$ cat src/rtl/neogeo_loader_pkg.sv
package neogeo_loader_pkg;

	// Host and SDRAM widths
	localparam int IOCTL_AW  = 27;
	localparam int PORT1_AW  = 24;
	localparam int PORT2_AW  = 26;
	localparam int SAMPLE_AW = 24;
	localparam int SIZE_W    = 32;

	// Cartridge file header layout
	localparam int HEADER_BYTES     = 4096;
	localparam int SIZE_FIELD_FIRST = 4;
	localparam int SIZE_FIELD_END   = 28;

	// Bank 3 prefixes
	localparam logic [4:0] BASE_SROM   = 5'b1111_1;
	localparam logic [7:0] BASE_LO_ROM = 8'b1101_1110;
	localparam logic [6:0] BASE_SFIX   = 7'b1110_100;
	localparam logic [5:0] BASE_SM1    = 6'b1110_11;
	localparam logic [4:0] BASE_FIX    = 5'b1110_0;
	localparam logic [4:0] BASE_MROM   = 5'b1111_0;

	// System file windows, host address bits 23:17
	localparam logic [6:0] WIN_LO_ROM = 7'b0000100;
	localparam logic [6:0] WIN_SFIX   = 7'b0000101;

	// Cartridge regions in file order
	typedef enum logic [2:0] {
		REG_P  = 3'd0,
		REG_S  = 3'd1,
		REG_M  = 3'd2,
		REG_V1 = 3'd3,
		REG_V2 = 3'd4,
		REG_C  = 3'd5
	} region_t;

	typedef enum logic [1:0] {
		LOAD_IDLE     = 2'd0,
		LOAD_WAIT_ACK = 2'd1,
		LOAD_NEXT     = 2'd2
	} load_state_t;

endpackage

$ cat src/rtl/cart_load_ctrl.sv
module cart_load_ctrl import neogeo_loader_pkg::*; (
	input  logic                CLK_48M,
	input  logic                rst_n,
	input  logic                ioctl_download,
	input  logic [7:0]          ioctl_index,
	input  logic                ioctl_wr,
	input  logic [IOCTL_AW-1:0] ioctl_addr,
	input  logic [PORT2_AW-1:0] region_size,
	input  logic                port1_ack,
	input  logic                port2_ack,
	output logic                system_wr,
	output logic                cart_wr,
	output logic                header_wr,
	output region_t             region,
	output logic [PORT2_AW-1:0] offset,
	output logic                port1_req,
	output logic                port2_req
);

	load_state_t state;
	logic        in_header;
	logic        header_last;
	logic        data_wr;
	logic        on_port1;
	logic        port_idle;

	// Index 0 and 1 are system files, index 2 is a cartridge
	assign system_wr = ioctl_download && (ioctl_index == 8'd0 || ioctl_index == 8'd1);
	assign cart_wr   = ioctl_download && ioctl_index == 8'd2;

	assign in_header   = ioctl_addr < HEADER_BYTES;
	assign header_last = ioctl_addr == IOCTL_AW'(HEADER_BYTES - 1);
	assign header_wr   = ioctl_wr && cart_wr && in_header;
	assign data_wr     = ioctl_wr && cart_wr && !in_header;

	// P, S and M live in bank 3
	assign on_port1  = region inside {REG_P, REG_S, REG_M};
	assign port_idle = on_port1 ? (port1_req == port1_ack) : (port2_req == port2_ack);

	always_ff @(posedge CLK_48M or negedge rst_n) begin
		if (!rst_n) begin
			state     <= LOAD_IDLE;
			region    <= REG_P;
			offset    <= '0;
			port1_req <= 1'b0;
			port2_req <= 1'b0;
		end else begin
			if (ioctl_wr && system_wr) begin
				port1_req <= ~port1_req;
			end

			if (header_wr) begin
				region <= REG_P;
				offset <= '0;
				// Last header byte goes through the region check too
				state  <= header_last ? LOAD_NEXT : LOAD_IDLE;
			end else begin
				case (state)
					LOAD_IDLE: begin
						if (data_wr) begin
							if (on_port1) begin
								port1_req <= ~port1_req;
							end else begin
								port2_req <= ~port2_req;
							end
							state <= LOAD_WAIT_ACK;
						end
					end
					LOAD_WAIT_ACK: begin
						if (port_idle) begin
							offset <= offset + 1'b1;
							state  <= LOAD_NEXT;
						end
					end
					LOAD_NEXT: begin
						// Step past full or empty regions one per cycle
						if (offset == region_size) begin
							offset <= '0;
							if (region == REG_C) begin
								state <= LOAD_IDLE;
							end else begin
								region <= region_t'(region + 3'd1);
							end
						end else begin
							state <= LOAD_IDLE;
						end
					end
					default: state <= LOAD_IDLE;
				endcase
			end
		end
	end

	// Host must wait for the ack before the next byte
	a_no_strobe_pending: assert property (@(posedge CLK_48M) disable iff (!rst_n)
		ioctl_wr |-> (port1_req == port1_ack && port2_req == port2_ack))
		else $error("ioctl strobe while a port request is pending");

	a_region_in_range: assert property (@(posedge CLK_48M) disable iff (!rst_n)
		region inside {REG_P, REG_S, REG_M, REG_V1, REG_V2, REG_C})
		else $error("region stepped past REG_C");

endmodule

$ cat src/rtl/cart_header_regs.sv
module cart_header_regs import neogeo_loader_pkg::*; (
	input  logic                 CLK_48M,
	input  logic                 rst_n,
	input  logic                 header_wr,
	input  logic [IOCTL_AW-1:0]  ioctl_addr,
	input  logic [7:0]           ioctl_dout,
	input  region_t              region,
	output logic [SIZE_W-1:0]    p_size,
	output logic [SIZE_W-1:0]    s_size,
	output logic [SIZE_W-1:0]    m_size,
	output logic [SIZE_W-1:0]    v1_size,
	output logic [SIZE_W-1:0]    v2_size,
	output logic [SIZE_W-1:0]    c_size,
	output logic [PORT2_AW-1:0]  region_size,
	output logic [SAMPLE_AW-1:0] v1_mask,
	output logic [SAMPLE_AW-1:0] v2_mask,
	output logic [PORT2_AW-1:0]  c_mask,
	output logic                 pcm_merged,
	output logic [PORT2_AW-1:0]  samplea_base,
	output logic [PORT2_AW-1:0]  sampleb_base
);

	logic              size_byte;
	logic              last_byte;
	logic [SIZE_W-1:0] v1_mask_full;
	logic [SIZE_W-1:0] v2_mask_full;
	logic [SIZE_W-1:0] c_mask_full;

	// Next power of two at or above size, minus one
	function automatic logic [SIZE_W-1:0] size_mask(input logic [SIZE_W-1:0] size);
		logic [SIZE_W-1:0] m;
		m = size - 1'b1;
		for (int i = 1; i < SIZE_W; i = i * 2) begin
			m = m | (m >> i);
		end
		return (size == '0) ? '0 : m;
	endfunction

	assign size_byte = header_wr && ioctl_addr >= SIZE_FIELD_FIRST
		&& ioctl_addr < SIZE_FIELD_END;
	assign last_byte = header_wr && ioctl_addr == IOCTL_AW'(HEADER_BYTES - 1);

	assign v1_mask_full = size_mask(v1_size);
	assign v2_mask_full = size_mask(v2_size);
	assign c_mask_full  = size_mask(c_size);

	always_ff @(posedge CLK_48M or negedge rst_n) begin
		if (!rst_n) begin
			{c_size, v2_size, v1_size, m_size, s_size, p_size} <= '0;
			v1_mask    <= '0;
			v2_mask    <= '0;
			c_mask     <= '0;
			pcm_merged <= 1'b0;
		end else begin
			// Little endian words, P first
			if (size_byte) begin
				{c_size, v2_size, v1_size, m_size, s_size, p_size} <=
					{ioctl_dout, c_size, v2_size, v1_size, m_size, s_size, p_size[SIZE_W-1:8]};
			end
			if (last_byte) begin
				v1_mask    <= v1_mask_full[SAMPLE_AW-1:0];
				v2_mask    <= v2_mask_full[SAMPLE_AW-1:0];
				c_mask     <= c_mask_full[PORT2_AW-1:0];
				// Some builders put ADPCM-B inside V1
				pcm_merged <= v2_size == '0;
			end
		end
	end

	always_comb begin
		case (region)
			REG_P:   region_size = p_size[PORT2_AW-1:0];
			REG_S:   region_size = s_size[PORT2_AW-1:0];
			REG_M:   region_size = m_size[PORT2_AW-1:0];
			REG_V1:  region_size = v1_size[PORT2_AW-1:0];
			REG_V2:  region_size = v2_size[PORT2_AW-1:0];
			REG_C:   region_size = c_size[PORT2_AW-1:0];
			default: region_size = '0;
		endcase
	end

	// Sample banks sit right after the sprites
	assign samplea_base = c_size[PORT2_AW-1:0];
	assign sampleb_base = pcm_merged ? c_size[PORT2_AW-1:0]
		: c_size[PORT2_AW-1:0] + v1_size[PORT2_AW-1:0];

endmodule

$ cat src/rtl/rom_addr_map.sv
module rom_addr_map import neogeo_loader_pkg::*; (
	input  logic                system_wr,
	input  logic [IOCTL_AW-1:0] ioctl_addr,
	input  logic [7:0]          ioctl_dout,
	input  region_t             region,
	input  logic [PORT2_AW-1:0] offset,
	input  logic [SIZE_W-1:0]   c_size,
	input  logic [SIZE_W-1:0]   v1_size,
	output logic [PORT1_AW-1:0] port1_addr,
	output logic [1:0]          port1_ds,
	output logic [PORT2_AW-1:0] port2_addr,
	output logic [1:0]          port2_ds,
	output logic [15:0]         port1_d,
	output logic [15:0]         port2_d
);

	logic [PORT1_AW-1:0] system_addr;
	logic [PORT1_AW-1:0] cart_addr;
	logic [PORT2_AW-1:0] v1_base;
	logic [PORT2_AW-1:0] v2_base;

	// Bank 3 map for BIOS, LO ROM, SFIX and SM1
	always_comb begin
		if (ioctl_addr[23:19] == 5'd0) begin
			system_addr = {BASE_SROM, ioctl_addr[18:0]};
		end else if (ioctl_addr[23:17] == WIN_LO_ROM) begin
			system_addr = {BASE_LO_ROM, ioctl_addr[15:0]};
		end else if (ioctl_addr[23:17] == WIN_SFIX) begin
			// Fix tiles are stored column swizzled
			system_addr = {BASE_SFIX, ioctl_addr[16:5], ioctl_addr[2:0],
				~ioctl_addr[4], ioctl_addr[3]};
		end else begin
			system_addr = {BASE_SM1, ioctl_addr[17:0]};
		end
	end

	always_comb begin
		case (region)
			REG_S:   cart_addr = {BASE_FIX, offset[18:5], offset[2:0], ~offset[4], offset[3]};
			REG_M:   cart_addr = {BASE_MROM, offset[18:0]};
			default: cart_addr = offset[PORT1_AW-1:0];
		endcase
	end

	assign port1_addr = system_wr ? system_addr : cart_addr;

	// Banks 0-2 hold C, then V1, then V2
	assign v1_base = c_size[PORT2_AW-1:0];
	assign v2_base = c_size[PORT2_AW-1:0] + v1_size[PORT2_AW-1:0];

	always_comb begin
		case (region)
			REG_V1:  port2_addr = v1_base + offset;
			REG_V2:  port2_addr = v2_base + offset;
			// Sprite planes interleaved into 32 bit words
			default: port2_addr = {offset[25:7], ioctl_addr[5:2], ~ioctl_addr[6],
				ioctl_addr[0], ioctl_addr[1]};
		endcase
	end

	assign port1_ds = {port1_addr[0], ~port1_addr[0]};
	assign port2_ds = {port2_addr[0], ~port2_addr[0]};
	assign port1_d  = {ioctl_dout, ioctl_dout};
	assign port2_d  = {ioctl_dout, ioctl_dout};

endmodule

$ cat src/rtl/adpcm_fetch.sv
module adpcm_fetch import neogeo_loader_pkg::*; (
	input  logic                 CLK_48M,
	input  logic                 rst_n,
	input  logic                 rd,
	input  logic [SAMPLE_AW-1:0] addr,
	input  logic [SAMPLE_AW-1:0] mask,
	input  logic [PORT2_AW-1:0]  base,
	output logic                 sample_req,
	input  logic                 sample_ack,
	input  logic [31:0]          sample_q,
	output logic [PORT2_AW-1:0]  sample_addr,
	output logic [7:0]           data,
	output logic                 data_ready
);

	logic                 rd_d;
	logic                 rd_rise;
	logic                 word_valid;
	logic [SAMPLE_AW-1:0] masked_addr;
	logic [SAMPLE_AW-1:0] addr_latch;
	logic                 new_word;

	assign rd_rise     = rd && !rd_d;
	assign masked_addr = addr & mask;

	// Only a different 32 bit word needs the SDRAM
	assign new_word = !word_valid || masked_addr[SAMPLE_AW-1:2] != addr_latch[SAMPLE_AW-1:2];

	always_ff @(posedge CLK_48M or negedge rst_n) begin
		if (!rst_n) begin
			rd_d       <= 1'b0;
			word_valid <= 1'b0;
			addr_latch <= '0;
			sample_req <= 1'b0;
		end else begin
			rd_d <= rd;
			if (rd_rise) begin
				addr_latch <= masked_addr;
				word_valid <= 1'b1;
				if (new_word) begin
					sample_req <= ~sample_req;
				end
			end
		end
	end

	assign sample_addr = base + {{(PORT2_AW - SAMPLE_AW){1'b0}}, addr_latch};
	assign data_ready  = sample_req == sample_ack;

	always_comb begin
		case (addr_latch[1:0])
			2'd0: data = sample_q[7:0];
			2'd1: data = sample_q[15:8];
			2'd2: data = sample_q[23:16];
			default: data = sample_q[31:24];
		endcase
	end

	// The sound chip waits for data_ready before the next read
	a_no_rd_pending: assert property (@(posedge CLK_48M) disable iff (!rst_n)
		rd_rise |-> sample_req == sample_ack)
		else $error("ADPCM read issued while a sample request is pending");

endmodule

$ cat src/rtl/neogeo_rom_loader.sv
module neogeo_rom_loader import neogeo_loader_pkg::*; (
	input  logic                CLK_48M,
	input  logic                rst_n,
	input  logic                ioctl_download,
	input  logic [7:0]          ioctl_index,
	input  logic                ioctl_wr,
	input  logic [IOCTL_AW-1:0] ioctl_addr,
	input  logic [7:0]          ioctl_dout,
	output logic [PORT1_AW-1:0] port1_addr,
	output logic                port1_we,
	output logic [1:0]          port1_ds,
	output logic [15:0]         port1_d,
	output logic                port1_req,
	input  logic                port1_ack,
	output logic [PORT2_AW-1:0] port2_addr,
	output logic                port2_we,
	output logic [1:0]          port2_ds,
	output logic [15:0]         port2_d,
	output logic                port2_req,
	input  logic                port2_ack,
	input  logic [19:0]         adpcma_addr,
	input  logic [3:0]          adpcma_bank,
	input  logic                adpcma_rd,
	output logic [7:0]          adpcma_data,
	output logic                adpcma_ready,
	output logic [PORT2_AW-1:0] samplea_addr,
	output logic                samplea_req,
	input  logic                samplea_ack,
	input  logic [31:0]         samplea_q,
	input  logic [23:0]         adpcmb_addr,
	input  logic                adpcmb_rd,
	output logic [7:0]          adpcmb_data,
	output logic                adpcmb_ready,
	output logic [PORT2_AW-1:0] sampleb_addr,
	output logic                sampleb_req,
	input  logic                sampleb_ack,
	input  logic [31:0]         sampleb_q
);

	logic                 system_wr;
	logic                 cart_wr;
	logic                 header_wr;
	region_t              region;
	logic [PORT2_AW-1:0]  offset;
	logic [PORT2_AW-1:0]  region_size;
	logic [SIZE_W-1:0]    v1_size;
	logic [SIZE_W-1:0]    c_size;
	logic [SAMPLE_AW-1:0] v1_mask;
	logic [SAMPLE_AW-1:0] v2_mask;
	logic [SAMPLE_AW-1:0] sampleb_mask;
	logic                 pcm_merged;
	logic [PORT2_AW-1:0]  samplea_base;
	logic [PORT2_AW-1:0]  sampleb_base;

	assign port1_we     = system_wr | cart_wr;
	assign port2_we     = cart_wr;
	assign sampleb_mask = pcm_merged ? v1_mask : v2_mask;

	cart_load_ctrl u_ctrl (
		.CLK_48M        (CLK_48M),
		.rst_n          (rst_n),
		.ioctl_download (ioctl_download),
		.ioctl_index    (ioctl_index),
		.ioctl_wr       (ioctl_wr),
		.ioctl_addr     (ioctl_addr),
		.region_size    (region_size),
		.port1_ack      (port1_ack),
		.port2_ack      (port2_ack),
		.system_wr      (system_wr),
		.cart_wr        (cart_wr),
		.header_wr      (header_wr),
		.region         (region),
		.offset         (offset),
		.port1_req      (port1_req),
		.port2_req      (port2_req)
	);

	// Sprite fetch is outside this unit, so c_mask stays open
	cart_header_regs u_header (
		.CLK_48M      (CLK_48M),
		.rst_n        (rst_n),
		.header_wr    (header_wr),
		.ioctl_addr   (ioctl_addr),
		.ioctl_dout   (ioctl_dout),
		.region       (region),
		.p_size       (),
		.s_size       (),
		.m_size       (),
		.v1_size      (v1_size),
		.v2_size      (),
		.c_size       (c_size),
		.region_size  (region_size),
		.v1_mask      (v1_mask),
		.v2_mask      (v2_mask),
		.c_mask       (),
		.pcm_merged   (pcm_merged),
		.samplea_base (samplea_base),
		.sampleb_base (sampleb_base)
	);

	rom_addr_map u_map (
		.system_wr  (system_wr),
		.ioctl_addr (ioctl_addr),
		.ioctl_dout (ioctl_dout),
		.region     (region),
		.offset     (offset),
		.c_size     (c_size),
		.v1_size    (v1_size),
		.port1_addr (port1_addr),
		.port1_ds   (port1_ds),
		.port2_addr (port2_addr),
		.port2_ds   (port2_ds),
		.port1_d    (port1_d),
		.port2_d    (port2_d)
	);

	adpcm_fetch u_fetch_a (
		.CLK_48M     (CLK_48M),
		.rst_n       (rst_n),
		.rd          (adpcma_rd),
		.addr        ({adpcma_bank, adpcma_addr}),
		.mask        (v1_mask),
		.base        (samplea_base),
		.sample_req  (samplea_req),
		.sample_ack  (samplea_ack),
		.sample_q    (samplea_q),
		.sample_addr (samplea_addr),
		.data        (adpcma_data),
		.data_ready  (adpcma_ready)
	);

	adpcm_fetch u_fetch_b (
		.CLK_48M     (CLK_48M),
		.rst_n       (rst_n),
		.rd          (adpcmb_rd),
		.addr        (adpcmb_addr),
		.mask        (sampleb_mask),
		.base        (sampleb_base),
		.sample_req  (sampleb_req),
		.sample_ack  (sampleb_ack),
		.sample_q    (sampleb_q),
		.sample_addr (sampleb_addr),
		.data        (adpcmb_data),
		.data_ready  (adpcmb_ready)
	);

endmodule

$ cat config.mk
export PLATFORM = sky130hd
export DESIGN_NAME = neogeo_rom_loader
export DESIGN_NICKNAME = d
export VERILOG_FILES = /design/src/rtl/neogeo_loader_pkg.sv /design/src/rtl/cart_load_ctrl.sv /design/src/rtl/cart_header_regs.sv /design/src/rtl/rom_addr_map.sv /design/src/rtl/adpcm_fetch.sv /design/src/rtl/neogeo_rom_loader.sv
export SDC_FILE = /design/constraint.sdc
export NUM_CORES = 1
export LEC_CHECK = 0
export ABC_AREA = 1
export BUFFER_PORTS_ARGS = -buffer_cell sky130_fd_sc_hd__buf_2
export CORE_MARGIN = 2
export CORE_UTILIZATION = 35
export CTS_CLUSTER_DIAMETER = 120
export DETAILED_ROUTE_END_ITERATION = 10
export SETUP_SLACK_MARGIN = 0.4
export SYNTH_ARGS = -nofsm -noshare
export SYNTH_HDL_FRONTEND = slang
export SYNTH_HIERARCHICAL = 1
export SYNTH_SLANG_ARGS = --single-unit
$ cat constraint.sdc
create_clock -name CLK_48M -period 4.7 [get_ports CLK_48M]
set_clock_uncertainty 0.15 [all_clocks]
set_input_delay 0.47 -clock CLK_48M [delete_from_list [all_inputs] [get_ports CLK_48M]]
set_output_delay 0.47 -clock CLK_48M [all_outputs]
set_load 0.1 [all_outputs]
After elaboration in Yosys (flattened, before gate mapping)
Index checks and enable logic that the tools add are counted.
- register bits after elaboration: 328
- input port bits: 165
- output and inout port bits: 162
- word-level logic and storage cells: 157
- $lt $le $gt $ge: 3
- equality and inequality tests: 28
- bitwise logic cells: 24
- reduce and logical (&&, ||, !) cells: 37
- $add $sub $neg: 9
- multiplexer cells: 34
- operators by type and width (cell ; number):
    case mux 26 bit (6 select lines) ; 1
    two-way mux 24 bit ; 6
    two-way mux 26 bit ; 4
    case mux 26 bit (2 select lines) ; 2
    adder 26 bit ; 3
    zero test 32 bit ; 2
    bitwise OR 32 x 24 -> 32 bit ; 2
    bitwise OR 32 x 28 -> 32 bit ; 2
    bitwise OR 32 x 30 -> 32 bit ; 2
    bitwise OR 32 x 31 -> 32 bit ; 2
    subtractor 32 x 1 -> 32 bit, second input constant ; 2
    adder 26 x 24 -> 26 bit ; 2
    bitwise AND 24 bit ; 2
    bitwise OR 24 x 16 -> 24 bit ; 2
    case mux 24 bit (2 select lines) ; 1
    case mux 8 bit (3 select lines) ; 2
    inequality test 22 bit ; 2
    == test 27 x 12 -> 1 bit, second input constant ; 1
    greater-or-equal comparator 27 x 3 -> 1 bit, second input constant ; 1
    < comparator 27 x 13 -> 1 bit, second input constant ; 1
    < comparator 27 x 5 -> 1 bit, second input constant ; 1
    adder 26 x 1 -> 26 bit, second input constant ; 1
    == test 26 bit ; 1
    two-way mux 19 bit ; 1
    31 further kinds ; 89

Longest topological paths before layout
- depth in word-level cells: 9
- mapped depth: 25
- depth with buffers taken out: 25

Hierarchy
The synthesis kept the hierarchy.
- modules (own cells, without submodules) (module ; area an instance (µm²) ; sequential area each (µm²) ; instances ; cells each):
    cart_header_regs ; 16831.1 ; 6681.4 ; 1 ; 2277
    rom_addr_map ; 5361.4 ; 0.0 ; 1 ; 1004
    adpcm_fetch at u_fetch_b ; 3311.9 ; 675.6 ; 1 ; 563
    cart_load_ctrl ; 3260.6 ; 825.8 ; 1 ; 579
    adpcm_fetch at u_fetch_a ; 3233.1 ; 675.6 ; 1 ; 560
    neogeo_rom_loader ; 380.4 ; 0.0 ; 1 ; 79

Worst setup path before layout
No wires, ideal clock.
- kind: register to output
- start: register u_header.v1_size[0]
- end: output sampleb_addr[14]
- path buffers: 0
- slack: -399 ps
- stages on the path, launching flop included: 21
- arrival: 4479 ps
- cell sequence: dfrtp_1 ha_1 inv_1 fa_1 inv_1 nand3_1 nand2_1 a21oi_1 o21ai_0 nand3_1 nand2_1 nand2_1 nand3b_1 o21ai_0 ha_1 nand2_1 nor2_1 nand2_1 a21oi_1 nor2_1 xnor2_1
- longest elaborated chain between the ends: 3
- RTL lines (item ; line ; text):
    start: declaration ; cart_header_regs.sv:11 ; output logic [SIZE_W-1:0] v1_size,
    start signal: assignment ; cart_header_regs.sv:57 ; {c_size, v2_size, v1_size, m_size, s_size, p_size} <=
    adder 26 bit ; cart_header_regs.sv:85 ; : c_size[PORT2_AW-1:0] + v1_size[PORT2_AW-1:0];
    two-way mux 26 bit ; cart_header_regs.sv:84 ; assign sampleb_base = pcm_merged ? c_size[PORT2_AW-1:0]
    net sampleb_base[10] ; neogeo_rom_loader.sv:53 ; logic [PORT2_AW-1:0] sampleb_base;
    adder 26 x 24 -> 26 bit ; adpcm_fetch.sv:47 ; assign sample_addr = base + {{(PORT2_AW - SAMPLE_AW){1'b0}}, addr_latch};
    end: declaration ; neogeo_rom_loader.sv:34 ; output logic [PORT2_AW-1:0] sampleb_addr,
The timed path passes the listed nets, and every way through them passes these cells.

Worst setup path after layout
- start: register u_header.v1_size[2]
- end: output sampleb_addr[23]
The elaborated chain is that of the path after synthesis.

==> impl_metrics.env <==
export IMPL_htreeDepth=2
export IMPL_powerDensity_nw_per_um2=288.3
export IMPL_area_delta_synth_final_pct=22.34
export IMPL_crit_path_frequent_cell="nand2_1"
export IMPL_rrSetupSlack_ns=0.77
export IMPL_cts_tree="yes"
export IMPL_power_switching_mw=4.637
export IMPL_relSlewSlack_pct=25.64
export IMPL_num_io_pins=327
export IMPL_rows=107
export IMPL_gp_congestion=1.000
export IMPL_p_sw_share_pct=43.68
export IMPL_seq_power_share_pct=29.4
export IMPL_grt_overflow_total=0
export IMPL_cts_buffers=42
export IMPL_final_setup_worst_slack_ns=0.2371
export IMPL_cts_sinks=328
export IMPL_cpPeakStageDelay_ns=0.41
export IMPL_postSynthCellCount=4688
export IMPL_drv_cap=0
export IMPL_clk_pin_slew_ns=0.06
export IMPL_power_frac_clock_pct=33.7
export IMPL_fin_nets=5372
export IMPL_worst_pin_slew_ns=1.111
export IMPL_grt_pass1_vias=30281
export IMPL_post_place_ws_ns=0.1935
export IMPL_routed_wl_um=122000
export IMPL_cts_root_buf="clkbuf_16"
export IMPL_reg2reg_depth=17
export IMPL_period_share_pct=94.96
export IMPL_path_cells="ha_4 -> a21oi_1 -> nand2_1 -> a21oi_2 -> inv_2 -> nand2_1 -> nand2_2 -> or2_2 -> nand3_1 -> o21ai_2 -> ha_4 -> nand2_4 -> buf_6 -> nor2_4 -> nand2_2 -> nor2_1 -> nand2_1 -> nand3_1 -> nand2_1 -> nand2_2 -> buf_12"
export IMPL_hold_ws_ns=0.009950
export IMPL_register_area_um2=8220
export IMPL_core_area_um2=85150
export IMPL_antenna_found_initial=3
export IMPL_post_drt_wl_per_cell_um=19.61
export IMPL_crit_family="simple AND/OR/NAND/NOR gates"
export IMPL_combPwrFrac_pct=36.9
export IMPL_max_freq_ghz=0.2241
export IMPL_io_buffer_count=326
export IMPL_mostFrequentLayoutCells="nand2_1 (1545), inv_1 (575), nor2_1 (431), dfrtp_1 (318), nand3_1 (297)"
export IMPL_syn_nets=5014
export IMPL_fin_util_pct=43.24
export IMPL_initial_core_util_pct=35.35
export IMPL_rsz0062_at_grt="yes"
export IMPL_hold_viol=0
export IMPL_cp_start_kind="register"
export IMPL_crit_required_ns=4.08
export IMPL_arrival_ns=3.84
export IMPL_cp_slowest_cell="dfrtp_1"
export IMPL_via_count=32494
export IMPL_drv_slew=0
export IMPL_cts_buffer_depth=3
export IMPL_syn_area_um2=30100
export IMPL_end_kind="output port"
export IMPL_clock_latency_ns=0.62
export IMPL_vias_per_cell=5.222
export IMPL_drc=0
export IMPL_critPathKind="reg -> out"
export IMPL_cp_depth=21
export IMPL_drive_above_1_share_pct=19.81
export IMPL_final_antenna_net_count=0
export IMPL_setup_viol=0
export IMPL_multi_input_area_um2=20010
export IMPL_die_w_um=297.2
export IMPL_antenna_diode_count=0
export IMPL_dp_hpwl_um=97390
export IMPL_fillers=8908
export IMPL_ys_warn_count=6
export IMPL_min_path_type="in -> reg"
export IMPL_p_leak_nw=18.67
export IMPL_r2r_start="u_ctrl/region[0]$_DFFE_PN0P_"
export IMPL_die_h_um=297.2
export IMPL_period_needed_ns=4.463
export IMPL_r2r_end="u_ctrl/offset[11]$_DFFE_PN0P_"
export IMPL_status="finished, final reports clean"
export IMPL_crit_end="sampleb_addr[23]"
export IMPL_dieArea_um2=88350
export IMPL_grt_pass1_wl_um=182500
export IMPL_cp_startpoint="u_header/v1_size[2]$_DFFE_PN0P_"
export IMPL_cp_num_buf_inv=3
export IMPL_fin_tns_setup_ns=0
export IMPL_grt_start_max_net_pins=211
export IMPL_dr_pass1_iters=8
export IMPL_grt_usage_pct=26.70
export IMPL_irDropWorstVdd_mv=0.4219
export IMPL_layout_commonest_cell="nand2_1"
export IMPL_intPower_mw=5.979
export IMPL_path_max_fanout=5
export IMPL_syn_area_per_cell_um2=6.420
export IMPL_first_iter_violations=3326
## stage by stage
step | power (mW) | area [um2] | cells
after floorplan | 5.884 | 30250 | 4688
after global placement | 6.959 | 33530 | 6094
after detailed placement | 6.972 | 33530 | 6094
after CTS | 10.62 | 36140 | 6204
after global routing | 11.03 | 36820 | 6222
final | 10.62 | 36820 | 6222
## what timing repair did
| action | in CTS | in global routing |
|---|---|---|
| setup endpoints to repair | 29 | 37 |
| pin swaps | 54 | 59 |
| gates resized for setup | 217 | 127 |
| endpoints found under the hold margin | 102 | 0 |
| hold buffers | 8 | 0 |
| buffers inserted | 26 | 17 |
| cloned | 0 | 1 |
## cell type report
class | instances | share of cell area (%)
sequential | 328 | 22.33
clock buffer | 54 | 3.249
timing repair buffer | 476 | 9.080
tap | 1144 | 3.888
clock inverter | 22 | 0.9345
inverter | 604 | 6.188
multi-input combinational | 3594 | 54.33
## flip-flops by register name, summed over array words and instances (netlist names)
| register | flops |
|---|---|
| u_header/c_size | 32 |
| u_header/m_size | 32 |
| u_header/p_size | 32 |
| u_header/s_size | 32 |
| u_header/v1_size | 32 |
| u_header/v2_size | 32 |
| u_ctrl/offset | 26 |
| u_fetch_a/addr_latch | 24 |
| u_fetch_b/addr_latch | 24 |
| u_header/v1_mask | 24 |
| u_header/v2_mask | 24 |
| u_ctrl/region | 3 |
| u_ctrl/state | 2 |
| u_ctrl/port1_req | 1 |
| u_ctrl/port2_req | 1 |
| u_fetch_a/rd_d | 1 |
| u_fetch_a/sample_req | 1 |
| u_fetch_a/word_valid | 1 |
| u_fetch_b/rd_d | 1 |
| u_fetch_b/sample_req | 1 |
| u_fetch_b/word_valid | 1 |
| u_header/pcm_merged | 1 |
## worst register-to-register path, stage by stage (launching register included)
cell and delay [ns]:
dfrtp_1 0.42, inv_1 0.15, nor3_1 0.12, inv_1 0.68, buf_4 0.29, o22ai_1 0.07, a221oi_1 0.34, o221ai_1 0.26
nand2_1 0.15, o21ai_0 0.08, nor2_1 0.09, nand2_1 0.05, nor2_1 0.10, nand2_1 0.14, o21ai_4 0.21, buf_4 0.31
nand3_1 0.14, nand2_1 0.11
## worst min path at each step
stage	slack, ns	to	depth (start not counted)	startpoint
global route	0.03	u_header/c_size[29]$_DFFE_PN0P_	2	ioctl_dout[5]
CTS	0.006	u_fetch_a/addr_latch[13]$_DFFE_PN0P_	3	adpcma_addr[13]
detailed placement	0.31	u_fetch_a/word_valid$_DFFE_PN0P_	1	u_fetch_a/word_valid$_DFFE_PN0P_
floorplan	0.02	u_ctrl/offset[0]$_DFFE_PN0P_	0	rst_n
finish	0.01	u_fetch_a/addr_latch[0]$_DFFE_PN0P_	3	adpcma_addr[0]
global placement	0.31	u_fetch_a/word_valid$_DFFE_PN0P_	1	u_fetch_a/word_valid$_DFFE_PN0P_
## power groups by stage
| stage | Combinational [mW] | Clock, mW | Sequential (mW) |
|---|---|---|---|
| final | 3.92 | 3.57 | 3.12 |
| after global routing | 4.15 | 3.75 | 3.13 |
| after CTS | 3.86 | 3.64 | 3.11 |
| after detailed placement | 3.80 | 0 | 3.17 |
| after global placement | 3.79 | 0 | 3.17 |
| after floorplan | 2.69 | 0 | 3.20 |
## per-layer routing
layer / track usage, % / wire, um / up-vias
met4: 10.85 / 5231 / 2
li1: - / - / 15747
met2: 42.68 / 54680 / 1366
met5: 0 / 13 / -
met1: 35.73 / 51880 / 15132
met3: 4.543 / 10220 / 247
Power figures use the tool's default switching activity.
